<file path="src/verilog/cpu_isa_pkg.sv">
package cpu_isa_pkg;

    // ~~~~~~~~~~~~~~~~~~~~
    // Widths
    // ~~~~~~~~~~~~~~~~~~~~
    localparam int XLEN       = 32;
    localparam int INST_W     = 32;
    localparam int REG_ADDR_W = 5;
    localparam int NUM_REGS   = 32;
    localparam int SHAMT_W    = 5;              // Shift amount, low bits of operand 2

    // ~~~~~~~~~~~~~~~~~~~~
    // Field positions
    // ~~~~~~~~~~~~~~~~~~~~
    localparam int RD_LSB   = 0;
    localparam int RJ_LSB   = 5;
    localparam int RK_LSB   = 10;
    localparam int SI12_LSB = 10;
    localparam int SI20_LSB = 5;
    localparam int SI12_W   = 12;
    localparam int SI20_W   = 20;

    // Major opcode widths, all anchored at bit 31
    localparam int OPC_3R_W     = 17;
    localparam int OPC_2RI12_W  = 10;
    localparam int OPC_LU12I_W  = 7;

    // ~~~~~~~~~~~~~~~~~~~~
    // Opcode patterns
    // ~~~~~~~~~~~~~~~~~~~~
    localparam logic [OPC_3R_W-1:0] OPC_3R_ADD  = 17'h00020;
    localparam logic [OPC_3R_W-1:0] OPC_3R_SUB  = 17'h00022;
    localparam logic [OPC_3R_W-1:0] OPC_3R_SLT  = 17'h00024;
    localparam logic [OPC_3R_W-1:0] OPC_3R_SLTU = 17'h00025;
    localparam logic [OPC_3R_W-1:0] OPC_3R_NOR  = 17'h00028;
    localparam logic [OPC_3R_W-1:0] OPC_3R_AND  = 17'h00029;
    localparam logic [OPC_3R_W-1:0] OPC_3R_OR   = 17'h0002a;
    localparam logic [OPC_3R_W-1:0] OPC_3R_XOR  = 17'h0002b;
    localparam logic [OPC_3R_W-1:0] OPC_3R_SLL  = 17'h0002e;
    localparam logic [OPC_3R_W-1:0] OPC_3R_SRL  = 17'h0002f;
    localparam logic [OPC_3R_W-1:0] OPC_3R_SRA  = 17'h00030;

    localparam logic [OPC_2RI12_W-1:0] OPC_2RI12_ADDI = 10'h00a;  // Sign-extended imm
    localparam logic [OPC_2RI12_W-1:0] OPC_2RI12_ANDI = 10'h00d;  // Zero-extended imm
    localparam logic [OPC_2RI12_W-1:0] OPC_2RI12_ORI  = 10'h00e;
    localparam logic [OPC_2RI12_W-1:0] OPC_2RI12_XORI = 10'h00f;

    localparam logic [OPC_LU12I_W-1:0] OPC_LU12I = 7'h0a;

    // ~~~~~~~~~~~~~~~~~~~~
    // ALU operations
    // ~~~~~~~~~~~~~~~~~~~~
    typedef enum logic [3:0] {
        ALU_ADD,
        ALU_SUB,
        ALU_SLT,
        ALU_SLTU,
        ALU_AND,
        ALU_OR,
        ALU_NOR,
        ALU_XOR,
        ALU_SLL,
        ALU_SRL,
        ALU_SRA,
        ALU_LUI,
        ALU_NOP
    } alu_op_e;

endpackage

</file>
<file path="src/verilog/cpu_pipe_pkg.sv">
package cpu_pipe_pkg;

    // ~~~~~~~~~~~~~~~~~~~~
    // Decode to execute
    // ~~~~~~~~~~~~~~~~~~~~
    typedef struct packed {
        logic                                valid;
        logic [cpu_isa_pkg::XLEN-1:0]        pc;
        cpu_isa_pkg::alu_op_e                op;
        logic [cpu_isa_pkg::REG_ADDR_W-1:0]  rj;      // Source indices, kept for forwarding
        logic [cpu_isa_pkg::REG_ADDR_W-1:0]  rk;
        logic [cpu_isa_pkg::XLEN-1:0]        src1;    // Register file values seen at decode
        logic [cpu_isa_pkg::XLEN-1:0]        src2;
        logic                                use_imm;
        logic [cpu_isa_pkg::XLEN-1:0]        imm;
        logic [cpu_isa_pkg::REG_ADDR_W-1:0]  dest;
        logic                                we;
    } decode_out_t;

    // ~~~~~~~~~~~~~~~~~~~~
    // Execute and writeback
    // ~~~~~~~~~~~~~~~~~~~~
    // Same record for both stages, both are fed back to execute
    typedef struct packed {
        logic                                valid;
        logic [cpu_isa_pkg::XLEN-1:0]        pc;
        logic [cpu_isa_pkg::REG_ADDR_W-1:0]  dest;
        logic                                we;
        logic [cpu_isa_pkg::XLEN-1:0]        result;
    } exec_out_t;

endpackage

</file>
<file path="src/verilog/alu_execute.sv">
`timescale 1ns/1ns

module alu_execute (
    input  logic                       clk,
    input  logic                       reset,
    input  cpu_pipe_pkg::decode_out_t  i_dec,
    input  cpu_pipe_pkg::exec_out_t    i_wb,
    output cpu_pipe_pkg::exec_out_t    o_exe
);

    logic [cpu_isa_pkg::XLEN-1:0]     op_a;
    logic [cpu_isa_pkg::XLEN-1:0]     rk_val;
    logic [cpu_isa_pkg::XLEN-1:0]     op_b;
    logic [cpu_isa_pkg::SHAMT_W-1:0]  shamt;
    logic                             lt_s;
    logic                             lt_u;
    logic [cpu_isa_pkg::XLEN-1:0]     alu_out;
    cpu_pipe_pkg::exec_out_t          exe_d;

    // Youngest producer wins, then writeback, then the decode-time read
    function automatic logic [cpu_isa_pkg::XLEN-1:0] fwd_src(
        input logic [cpu_isa_pkg::REG_ADDR_W-1:0] idx,
        input logic [cpu_isa_pkg::XLEN-1:0]       captured,
        input cpu_pipe_pkg::exec_out_t            exe,
        input cpu_pipe_pkg::exec_out_t            wb
    );
        logic [cpu_isa_pkg::XLEN-1:0] val;
        val = captured;
        if (exe.valid && exe.we && exe.dest == idx) begin
            val = exe.result;
        end else if (wb.valid && wb.we && wb.dest == idx) begin
            val = wb.result;
        end
        return val;
    endfunction

    // ~~~~~~~~~~~~~~~~~~~~
    // Operands
    // ~~~~~~~~~~~~~~~~~~~~
    assign op_a   = fwd_src(i_dec.rj, i_dec.src1, o_exe, i_wb);
    assign rk_val = fwd_src(i_dec.rk, i_dec.src2, o_exe, i_wb);
    assign op_b   = i_dec.use_imm ? i_dec.imm : rk_val;
    assign shamt  = op_b[cpu_isa_pkg::SHAMT_W-1:0];

    assign lt_s = $signed(op_a) < $signed(op_b);
    assign lt_u = op_a < op_b;

    // ~~~~~~~~~~~~~~~~~~~~
    // ALU
    // ~~~~~~~~~~~~~~~~~~~~
    always_comb begin
        case (i_dec.op)
            cpu_isa_pkg::ALU_ADD:  alu_out = op_a + op_b;
            cpu_isa_pkg::ALU_SUB:  alu_out = op_a - op_b;
            cpu_isa_pkg::ALU_SLT:  alu_out = {{(cpu_isa_pkg::XLEN-1){1'b0}}, lt_s};
            cpu_isa_pkg::ALU_SLTU: alu_out = {{(cpu_isa_pkg::XLEN-1){1'b0}}, lt_u};
            cpu_isa_pkg::ALU_AND:  alu_out = op_a & op_b;
            cpu_isa_pkg::ALU_OR:   alu_out = op_a | op_b;
            cpu_isa_pkg::ALU_NOR:  alu_out = ~(op_a | op_b);
            cpu_isa_pkg::ALU_XOR:  alu_out = op_a ^ op_b;
            cpu_isa_pkg::ALU_SLL:  alu_out = op_a << shamt;
            cpu_isa_pkg::ALU_SRL:  alu_out = op_a >> shamt;
            cpu_isa_pkg::ALU_SRA:  alu_out = $unsigned($signed(op_a) >>> shamt);
            cpu_isa_pkg::ALU_LUI:  alu_out = i_dec.imm;          // Already shifted at decode
            default:               alu_out = '0;
        endcase
    end

    always_comb begin
        exe_d.valid  = i_dec.valid;
        exe_d.pc     = i_dec.pc;
        exe_d.dest   = i_dec.dest;
        exe_d.we     = i_dec.we;
        exe_d.result = alu_out;
    end

    always_ff @(posedge clk) begin
        o_exe <= exe_d;
        if (reset) begin
            o_exe.valid <= 1'b0;
        end
    end

endmodule

</file>
<file path="src/verilog/cpu_core_top.sv">
`timescale 1ns/1ns

module cpu_core_top (
    input  logic                                clk,
    input  logic                                reset,
    input  logic                                i_inst_valid,
    input  logic [cpu_isa_pkg::XLEN-1:0]        i_pc,
    input  logic [cpu_isa_pkg::INST_W-1:0]      i_inst,
    output logic                                o_wb_valid,
    output logic [cpu_isa_pkg::XLEN-1:0]        o_wb_pc,
    output logic [3:0]                          o_wb_rf_we,
    output logic [cpu_isa_pkg::REG_ADDR_W-1:0]  o_wb_rf_wnum,
    output logic [cpu_isa_pkg::XLEN-1:0]        o_wb_rf_wdata
);

    logic [cpu_isa_pkg::REG_ADDR_W-1:0]  rf_raddr1;
    logic [cpu_isa_pkg::REG_ADDR_W-1:0]  rf_raddr2;
    logic [cpu_isa_pkg::XLEN-1:0]        rf_rdata1;
    logic [cpu_isa_pkg::XLEN-1:0]        rf_rdata2;
    cpu_pipe_pkg::decode_out_t           dec;
    cpu_pipe_pkg::exec_out_t             exe;
    cpu_pipe_pkg::exec_out_t             wb;          // Fed back for forwarding

    inst_decode u_decode (
        .clk          (clk),
        .reset        (reset),
        .i_inst_valid (i_inst_valid),
        .i_pc         (i_pc),
        .i_inst       (i_inst),
        .i_rdata1     (rf_rdata1),
        .i_rdata2     (rf_rdata2),
        .o_raddr1     (rf_raddr1),
        .o_raddr2     (rf_raddr2),
        .o_dec        (dec)
    );

    alu_execute u_execute (
        .clk   (clk),
        .reset (reset),
        .i_dec (dec),
        .i_wb  (wb),
        .o_exe (exe)
    );

    wb_result u_writeback (
        .clk           (clk),
        .reset         (reset),
        .i_exe         (exe),
        .i_raddr1      (rf_raddr1),
        .i_raddr2      (rf_raddr2),
        .o_rdata1      (rf_rdata1),
        .o_rdata2      (rf_rdata2),
        .o_wb          (wb),
        .o_wb_valid    (o_wb_valid),
        .o_wb_pc       (o_wb_pc),
        .o_wb_rf_we    (o_wb_rf_we),
        .o_wb_rf_wnum  (o_wb_rf_wnum),
        .o_wb_rf_wdata (o_wb_rf_wdata)
    );

endmodule

</file>
<file path="src/verilog/inst_decode.sv">
`timescale 1ns/1ns

module inst_decode (
    input  logic                                clk,
    input  logic                                reset,
    input  logic                                i_inst_valid,
    input  logic [cpu_isa_pkg::XLEN-1:0]        i_pc,
    input  logic [cpu_isa_pkg::INST_W-1:0]      i_inst,
    input  logic [cpu_isa_pkg::XLEN-1:0]        i_rdata1,
    input  logic [cpu_isa_pkg::XLEN-1:0]        i_rdata2,
    output logic [cpu_isa_pkg::REG_ADDR_W-1:0]  o_raddr1,
    output logic [cpu_isa_pkg::REG_ADDR_W-1:0]  o_raddr2,
    output cpu_pipe_pkg::decode_out_t           o_dec
);

    logic [cpu_isa_pkg::OPC_3R_W-1:0]     opc_3r;
    logic [cpu_isa_pkg::OPC_2RI12_W-1:0]  opc_2ri12;
    logic [cpu_isa_pkg::OPC_LU12I_W-1:0]  opc_lu12i;
    logic [cpu_isa_pkg::SI12_W-1:0]       si12;
    logic [cpu_isa_pkg::SI20_W-1:0]       si20;
    logic [cpu_isa_pkg::REG_ADDR_W-1:0]   rd;
    logic [cpu_isa_pkg::REG_ADDR_W-1:0]   rj;
    logic [cpu_isa_pkg::REG_ADDR_W-1:0]   rk;
    cpu_pipe_pkg::decode_out_t            dec_d;

    // ~~~~~~~~~~~~~~~~~~~~
    // Field extraction
    // ~~~~~~~~~~~~~~~~~~~~
    assign opc_3r    = i_inst[cpu_isa_pkg::INST_W-1 -: cpu_isa_pkg::OPC_3R_W];
    assign opc_2ri12 = i_inst[cpu_isa_pkg::INST_W-1 -: cpu_isa_pkg::OPC_2RI12_W];
    assign opc_lu12i = i_inst[cpu_isa_pkg::INST_W-1 -: cpu_isa_pkg::OPC_LU12I_W];
    assign si12      = i_inst[cpu_isa_pkg::SI12_LSB +: cpu_isa_pkg::SI12_W];
    assign si20      = i_inst[cpu_isa_pkg::SI20_LSB +: cpu_isa_pkg::SI20_W];
    assign rd        = i_inst[cpu_isa_pkg::RD_LSB +: cpu_isa_pkg::REG_ADDR_W];
    assign rj        = i_inst[cpu_isa_pkg::RJ_LSB +: cpu_isa_pkg::REG_ADDR_W];
    assign rk        = i_inst[cpu_isa_pkg::RK_LSB +: cpu_isa_pkg::REG_ADDR_W];

    assign o_raddr1 = rj;
    assign o_raddr2 = rk;                          // Don't care for immediate ops

    // ~~~~~~~~~~~~~~~~~~~~
    // Opcode match
    // ~~~~~~~~~~~~~~~~~~~~
    always_comb begin
        dec_d         = '0;
        dec_d.valid   = i_inst_valid;
        dec_d.pc      = i_pc;
        dec_d.rj      = rj;
        dec_d.rk      = rk;
        dec_d.src1    = i_rdata1;
        dec_d.src2    = i_rdata2;
        dec_d.dest    = rd;
        dec_d.op      = cpu_isa_pkg::ALU_NOP;

        case (opc_3r)
            cpu_isa_pkg::OPC_3R_ADD:  dec_d.op = cpu_isa_pkg::ALU_ADD;
            cpu_isa_pkg::OPC_3R_SUB:  dec_d.op = cpu_isa_pkg::ALU_SUB;
            cpu_isa_pkg::OPC_3R_SLT:  dec_d.op = cpu_isa_pkg::ALU_SLT;
            cpu_isa_pkg::OPC_3R_SLTU: dec_d.op = cpu_isa_pkg::ALU_SLTU;
            cpu_isa_pkg::OPC_3R_NOR:  dec_d.op = cpu_isa_pkg::ALU_NOR;
            cpu_isa_pkg::OPC_3R_AND:  dec_d.op = cpu_isa_pkg::ALU_AND;
            cpu_isa_pkg::OPC_3R_OR:   dec_d.op = cpu_isa_pkg::ALU_OR;
            cpu_isa_pkg::OPC_3R_XOR:  dec_d.op = cpu_isa_pkg::ALU_XOR;
            cpu_isa_pkg::OPC_3R_SLL:  dec_d.op = cpu_isa_pkg::ALU_SLL;
            cpu_isa_pkg::OPC_3R_SRL:  dec_d.op = cpu_isa_pkg::ALU_SRL;
            cpu_isa_pkg::OPC_3R_SRA:  dec_d.op = cpu_isa_pkg::ALU_SRA;
            default:                  dec_d.op = cpu_isa_pkg::ALU_NOP;
        endcase

        // Immediate forms, opcode spaces do not overlap the 3R ones
        if (opc_2ri12 == cpu_isa_pkg::OPC_2RI12_ADDI) begin
            dec_d.op      = cpu_isa_pkg::ALU_ADD;
            dec_d.use_imm = 1'b1;
            dec_d.imm     = {{(cpu_isa_pkg::XLEN-cpu_isa_pkg::SI12_W){si12[cpu_isa_pkg::SI12_W-1]}},
                             si12};
        end else if (opc_2ri12 == cpu_isa_pkg::OPC_2RI12_ANDI ||
                     opc_2ri12 == cpu_isa_pkg::OPC_2RI12_ORI ||
                     opc_2ri12 == cpu_isa_pkg::OPC_2RI12_XORI) begin
            dec_d.use_imm = 1'b1;
            dec_d.imm     = {{(cpu_isa_pkg::XLEN-cpu_isa_pkg::SI12_W){1'b0}}, si12};
            if (opc_2ri12 == cpu_isa_pkg::OPC_2RI12_ANDI) begin
                dec_d.op = cpu_isa_pkg::ALU_AND;
            end else if (opc_2ri12 == cpu_isa_pkg::OPC_2RI12_ORI) begin
                dec_d.op = cpu_isa_pkg::ALU_OR;
            end else begin
                dec_d.op = cpu_isa_pkg::ALU_XOR;
            end
        end else if (opc_lu12i == cpu_isa_pkg::OPC_LU12I) begin
            dec_d.op      = cpu_isa_pkg::ALU_LUI;
            dec_d.use_imm = 1'b1;
            dec_d.imm     = {si20, {(cpu_isa_pkg::XLEN-cpu_isa_pkg::SI20_W){1'b0}}};
        end

        // r0 writes dropped here so forwarding never picks them up
        dec_d.we = (dec_d.op != cpu_isa_pkg::ALU_NOP) && (rd != '0);
    end

    always_ff @(posedge clk) begin
        o_dec <= dec_d;
        if (reset) begin
            o_dec.valid <= 1'b0;
        end
    end

endmodule

</file>
<file path="src/verilog/wb_result.sv">
`timescale 1ns/1ns

module wb_result (
    input  logic                                clk,
    input  logic                                reset,
    input  cpu_pipe_pkg::exec_out_t             i_exe,
    input  logic [cpu_isa_pkg::REG_ADDR_W-1:0]  i_raddr1,
    input  logic [cpu_isa_pkg::REG_ADDR_W-1:0]  i_raddr2,
    output logic [cpu_isa_pkg::XLEN-1:0]        o_rdata1,
    output logic [cpu_isa_pkg::XLEN-1:0]        o_rdata2,
    output cpu_pipe_pkg::exec_out_t             o_wb,
    output logic                                o_wb_valid,
    output logic [cpu_isa_pkg::XLEN-1:0]        o_wb_pc,
    output logic [3:0]                          o_wb_rf_we,
    output logic [cpu_isa_pkg::REG_ADDR_W-1:0]  o_wb_rf_wnum,
    output logic [cpu_isa_pkg::XLEN-1:0]        o_wb_rf_wdata
);

    logic [cpu_isa_pkg::XLEN-1:0]  regs [cpu_isa_pkg::NUM_REGS];
    logic                          rf_wr;

    // ~~~~~~~~~~~~~~~~~~~~
    // Writeback register
    // ~~~~~~~~~~~~~~~~~~~~
    always_ff @(posedge clk) begin
        o_wb <= i_exe;
        if (reset) begin
            o_wb.valid <= 1'b0;
        end
    end

    assign rf_wr = o_wb.valid && o_wb.we && (o_wb.dest != '0);

    // ~~~~~~~~~~~~~~~~~~~~
    // Register file
    // ~~~~~~~~~~~~~~~~~~~~
    always_ff @(posedge clk) begin
        if (rf_wr) begin
            regs[o_wb.dest] <= o_wb.result;
        end
    end

    // Same-cycle write is bypassed to the readers, r0 is hardwired
    always_comb begin
        if (i_raddr1 == '0) begin
            o_rdata1 = '0;
        end else if (rf_wr && o_wb.dest == i_raddr1) begin
            o_rdata1 = o_wb.result;
        end else begin
            o_rdata1 = regs[i_raddr1];
        end
    end

    always_comb begin
        if (i_raddr2 == '0) begin
            o_rdata2 = '0;
        end else if (rf_wr && o_wb.dest == i_raddr2) begin
            o_rdata2 = o_wb.result;
        end else begin
            o_rdata2 = regs[i_raddr2];
        end
    end

    // ~~~~~~~~~~~~~~~~~~~~
    // Commit trace
    // ~~~~~~~~~~~~~~~~~~~~
    assign o_wb_valid    = o_wb.valid;
    assign o_wb_pc       = o_wb.pc;
    assign o_wb_rf_we    = {4{rf_wr}};
    assign o_wb_rf_wnum  = o_wb.dest;
    assign o_wb_rf_wdata = o_wb.result;

endmodule
</file>
<file path="config.mk">
export PLATFORM = sky130hd
export DESIGN_NAME = cpu_core_top
export DESIGN_NICKNAME = d
export VERILOG_FILES = /design/src/verilog/cpu_isa_pkg.sv /design/src/verilog/cpu_pipe_pkg.sv /design/src/verilog/alu_execute.sv /design/src/verilog/cpu_core_top.sv /design/src/verilog/inst_decode.sv /design/src/verilog/wb_result.sv
export SDC_FILE = /design/constraint.sdc
export NUM_CORES = 2
export LEC_CHECK = 0
export BUFFER_PORTS_ARGS = -buffer_cell sky130_fd_sc_hd__buf_4
export CORE_MARGIN = 10
export CORE_UTILIZATION = 31
export CTS_CLUSTER_DIAMETER = 50
export DETAILED_ROUTE_END_ITERATION = 7
export PLACE_DENSITY = 0.49
export REMOVE_ABC_BUFFERS = 1
export SLEW_MARGIN = 0
export SYNTH_ARGS = -nofsm -noshare
export SYNTH_HDL_FRONTEND = slang
export SYNTH_HIERARCHICAL = 1
export SYNTH_SLANG_ARGS = --single-unit
</file>
<file path="constraint.sdc">
create_clock -name clk -period 5.76 [get_ports clk]
set_input_delay 1.152 -clock clk [delete_from_list [all_inputs] [get_ports clk]]
set_output_delay 1.152 -clock clk [all_outputs]
set_load 0.005 [all_outputs]
</file>
==> results.txt <==
post-DP HPWL -> 175000 µm
flop2flop setup slack -> 0.26 ns
num rows -> 170
data arrival time of the worst path -> 6.23 ns
number of antenna violations at the first check in global routing -> 14
leakage power -> 27.6 nW
type of element launching the critical path -> register
die boundary height -> 484 µm
core area -> 0.214 mm²
unrepaired setup endpoints after global routing -> no
io pins -> 141
Starting Density -> 31.1%
highest ir drop seen on vdd -> 0.000314 V
dominant combinational cell family by area after synthesis -> multiplexers
Die Footprint -> 0.234 mm²
Slowest cell on crit path -> sky130_fd_sc_hd__a2111oi_1
port buffer count -> 140
most common library cell in the layout ignoring fill and taps -> sky130_fd_sc_hd__edfxtp_1
Yosys Warn Count -> 6
Max stage delay on crit path -> 0.56 ns
Min-Delay Startpoint -> u_execute/o_exe[47]$_DFF_P_
power density of the placed cells -> 345 mW/mm²
maxcap violations -> 0
path type of the worst min-delay path -> register to register
DIE WIDTH -> 484 µm
Util after Layout -> 36.1%
Inserted Clock Buffers -> 174
number of enable flip-flop cells after synthesis -> 1024
adder and majority gate portion of the synthesized area -> 1.92%
class of the most critical setup path -> register to register
CTS Sinks -> 1316
final layout net count -> 5210
Compound-Gate Fraction of Synth Area -> 12.5%
endpoints failing hold -> 0
via count of the first global-routing pass -> 46864
xor-xnor portion of the synthesized cell area -> 0.458%
final RePlAce weighted congestion -> 0.990
count of unique library cells instantiated by Yosys -> 101
final setup TNS -> 0 ns
kind of end point of the critical path -> register
number of detailed-routing iterations run before antenna repair -> 6
Layout Skew -> 0.0782 ns
insertion delay to the later sink of the worst-skew pair -> 0.86 ns
detail-routed via count per cell -> 5.95
prevailing post-synth register cell -> sky130_fd_sc_hd__edfxtp_1
clock-pin slew on the worst setup and hold paths -> 0.06 ns
slew at the pin closest to its max-slew limit -> 1.29 ns
Critical Path Stages -> 18
synthesized area per cell -> 13.6 µm²
DRC errors left -> 0
share of the clock period used by the worst path after layout -> 95.6%
global-route wire length before repair -> 371000 µm
fraction of the mapped netlist area in simple logic gates -> 5.60%
kind of cell with the highest combined delay on the critical path -> compound AO/OA/AOI/OAI gates
critical path buffer and inverter count -> 1
hold-critical path depth -> 0
overall global routing resource usage -> 21.9%
Final Slew Violations -> 0
Req. time, crit path -> 6.49 ns
final count of negative-setup-slack endpoints -> 0
maximum level of the CTS H-tree -> 4
signed area change from the synthesized netlist to the final layout -> 16.2%
destination of the worst hold path -> u_writeback/o_wb_pc[9]$_DFF_P_
maximum frequency from static timing analysis -> 182 MHz
number of design-rule violations left by the first detailed-router iteration -> 5891
Reg2Reg Launch Point -> u_writeback/o_wb_valid$_SDFF_PP0_
maximum buffer depth of the clock tree -> 3
leading cell types in the layout, fill and taps excluded -> sky130_fd_sc_hd__edfxtp_1 (1024), sky130_fd_sc_hd__mux2i_1 (477), sky130_fd_sc_hd__buf_4 (395)
routed len/inst -> 33.3 µm
grt ovf -> 0
Yosys reg bits -> 1316
cell count of the worst reg-to-reg path -> 18
routed via count -> 47825
maximum number of pins on one net before global-route repair -> 75
worst slew margin relative to its limit -> 13.6%
TritonCTS clock tree -> done
Post-Synthesis Cell Area -> 0.0666 mm²
largest fanout on the critical path -> 28
sequence of cells on the critical path -> nand2_1 > a221oi_4 > nand3_2 > buf_12 > mux2i_1 > and2_1 > o31a_1 > ha_1 > nor2b_1 > o21a_1 > a2111oi_1 > o31ai_2 > a311oi_2 > o211ai_1 > a21oi_1 > o31ai_1 > a41o_1 > or4_1
minimum clock period -> 5.50 ns
Power Total -> 26.7 mW
sequential fraction of the synthesis area -> 54.9%
fraction of registers with async set or reset after synthesis -> 0%
mux contribution to synthesized area -> 20.4%
antenna-violating nets left -> 0
total wire length -> 268000 µm
share of post-route cells with drive strength above 1 -> 23.9%
hold_buf cts -> 0
status -> completed
worst reg2reg path endpoint -> u_execute/o_exe[31]$_DFF_P_
buffer cell driving the clock tree root -> sky130_fd_sc_hd__clkbuf_16
gate count of the mapped netlist -> 4886
==> Yosys cell counts, types with 47 or more instances <==
| cell type | n | area [µm²] |
|---|---|---|
| sky130_fd_sc_hd__a21o_1 | 65 | 488 |
| sky130_fd_sc_hd__a22oi_1 | 98 | 736 |
| sky130_fd_sc_hd__buf_4 | 113 | 848 |
| sky130_fd_sc_hd__dfxtp_1 | 292 | 5850 |
| sky130_fd_sc_hd__mux4_2 | 364 | 8200 |
| sky130_fd_sc_hd__inv_1 | 91 | 342 |
| sky130_fd_sc_hd__a31oi_1 | 47 | 294 |
| sky130_fd_sc_hd__a221oi_1 | 61 | 534 |
| sky130_fd_sc_hd__nand3_1 | 89 | 445 |
| sky130_fd_sc_hd__ha_1 | 99 | 1240 |
| sky130_fd_sc_hd__buf_1 | 48 | 180 |
| sky130_fd_sc_hd__o21ai_0 | 140 | 701 |
| sky130_fd_sc_hd__edfxtp_1 | 1024 | 30700 |
| sky130_fd_sc_hd__mux2_2 | 53 | 597 |
| sky130_fd_sc_hd__nor2_1 | 235 | 882 |
| sky130_fd_sc_hd__mux2i_1 | 477 | 4770 |
| sky130_fd_sc_hd__a211oi_1 | 68 | 510 |
| sky130_fd_sc_hd__nor3_1 | 88 | 440 |
| sky130_fd_sc_hd__a21oi_1 | 243 | 1220 |
| sky130_fd_sc_hd__o22ai_1 | 69 | 432 |
| sky130_fd_sc_hd__buf_2 | 100 | 500 |
| sky130_fd_sc_hd__clkbuf_1 | 184 | 691 |
| sky130_fd_sc_hd__nand2_1 | 205 | 769 |
==> routing by layer <==
metal / share of wire, % / routed length [µm] / up-vias / GRT usage (%)
met5: 0.010 / 27 / - / 0
li1: - / - / 19814 / -
met1: 41 / 110000 / 24865 / 29.2
met3: 8.7 / 23200 / 545 / 4.59
met2: 46 / 122000 / 2597 / 34.6
met4: 4.6 / 12300 / 4 / 9.33
==> power by group <==
part           total, mW  switching [mW]  internal [mW]
sequential          11.3           0.275           11.0
combinational       4.45            2.99           1.46
clock               11.0            4.52           6.45
total               26.7            7.79           18.9
==> worst reg2reg max path: stages, from the launching register on <==
cell and delay [ns]:
sky130_fd_sc_hd__dfxtp_1 0.46, sky130_fd_sc_hd__nand2_1 0.20, sky130_fd_sc_hd__a221oi_4 0.32, sky130_fd_sc_hd__nand3_2 0.14, sky130_fd_sc_hd__buf_12 0.22, sky130_fd_sc_hd__mux2i_1 0.17
sky130_fd_sc_hd__and2_1 0.17, sky130_fd_sc_hd__o31a_1 0.32, sky130_fd_sc_hd__ha_1 0.44, sky130_fd_sc_hd__nor2b_1 0.09, sky130_fd_sc_hd__o21a_1 0.17, sky130_fd_sc_hd__a2111oi_1 0.56
sky130_fd_sc_hd__o31ai_2 0.19, sky130_fd_sc_hd__a311oi_2 0.38, sky130_fd_sc_hd__o211ai_1 0.28, sky130_fd_sc_hd__a21oi_1 0.32, sky130_fd_sc_hd__o31ai_1 0.16, sky130_fd_sc_hd__a41o_1 0.26
sky130_fd_sc_hd__or4_1 0.52
==> state kept, by name (all words and copies together), names as in the netlist <==
register and flops:
u_execute/o_exe 71, u_writeback/o_wb_valid 1, u_writeback/o_wb_pc 32, u_writeback/regs 1024
u_decode/o_dec 150, u_writeback/o_wb_rf_wdata 32, u_writeback/o_wb_rf_wnum 5, u_writeback/o_wb 1
==> through the flow <==
step           hold WS (ns)  instances  area, µm²  setup WS, ns
3_5_place_dp          0.312       7704      71500         0.160
4_1_cts               0.322       8031      77400        0.0987
3_3_place_gp          0.310       7704      71500         0.301
2_1_floorplan         0.310       4457      64400         -1.81
5_1_grt               0.327       8031      77400       0.00520
6_report              0.321       8035      77400         0.256
==> layout make-up <==
class,count,area [µm²]
Clock inverter,104,1190
Tap cell,2838,3550
Antenna cell,4,10.0
Multi-Input combinational cell,3041,27800
Fill cell,20545,137000
Timing Repair Buffer,409,3200
Inverter,100,375
Clock buffer,223,4700
Sequential cell,1316,36600
==> how the worst max path moves through the flow <==
stage	slack, ns	startpoint	end
CTS	0.1	u_writeback/o_wb_valid$_SDFF_PP0_	u_execute/o_exe[31]$_DFF_P_
global placement	0.30	u_writeback/o_wb_valid$_SDFF_PP0_	u_execute/o_exe[31]$_DFF_P_
global route	0.005	u_writeback/o_wb_rf_wnum[4]$_DFF_P_	u_execute/o_exe[26]$_DFF_P_
floorplan	-1.81	u_decode/o_dec[103]$_DFF_P_	u_execute/o_exe[31]$_DFF_P_
finish	0.26	u_writeback/o_wb_valid$_SDFF_PP0_	u_execute/o_exe[31]$_DFF_P_
detailed placement	0.16	u_writeback/o_wb_valid$_SDFF_PP0_	u_execute/o_exe[31]$_DFF_P_
==> cells by family after synthesis <==
family | after synthesis
other | 1
buffers and inverters | 560
muxes | 896
adders and majority gates | 101
and+or+nand+nor | 789
AOI/OAI and AO/OA | 1189
DFF | 1316
xor gates and xnor gates | 34
==> what timing repair did <==
action / CTS / global route
setup buffers: 0 / 0
gates resized for setup: 0 / 6
setup endpoints to repair: 0 / 2
(Power assumes the default switching activity.)
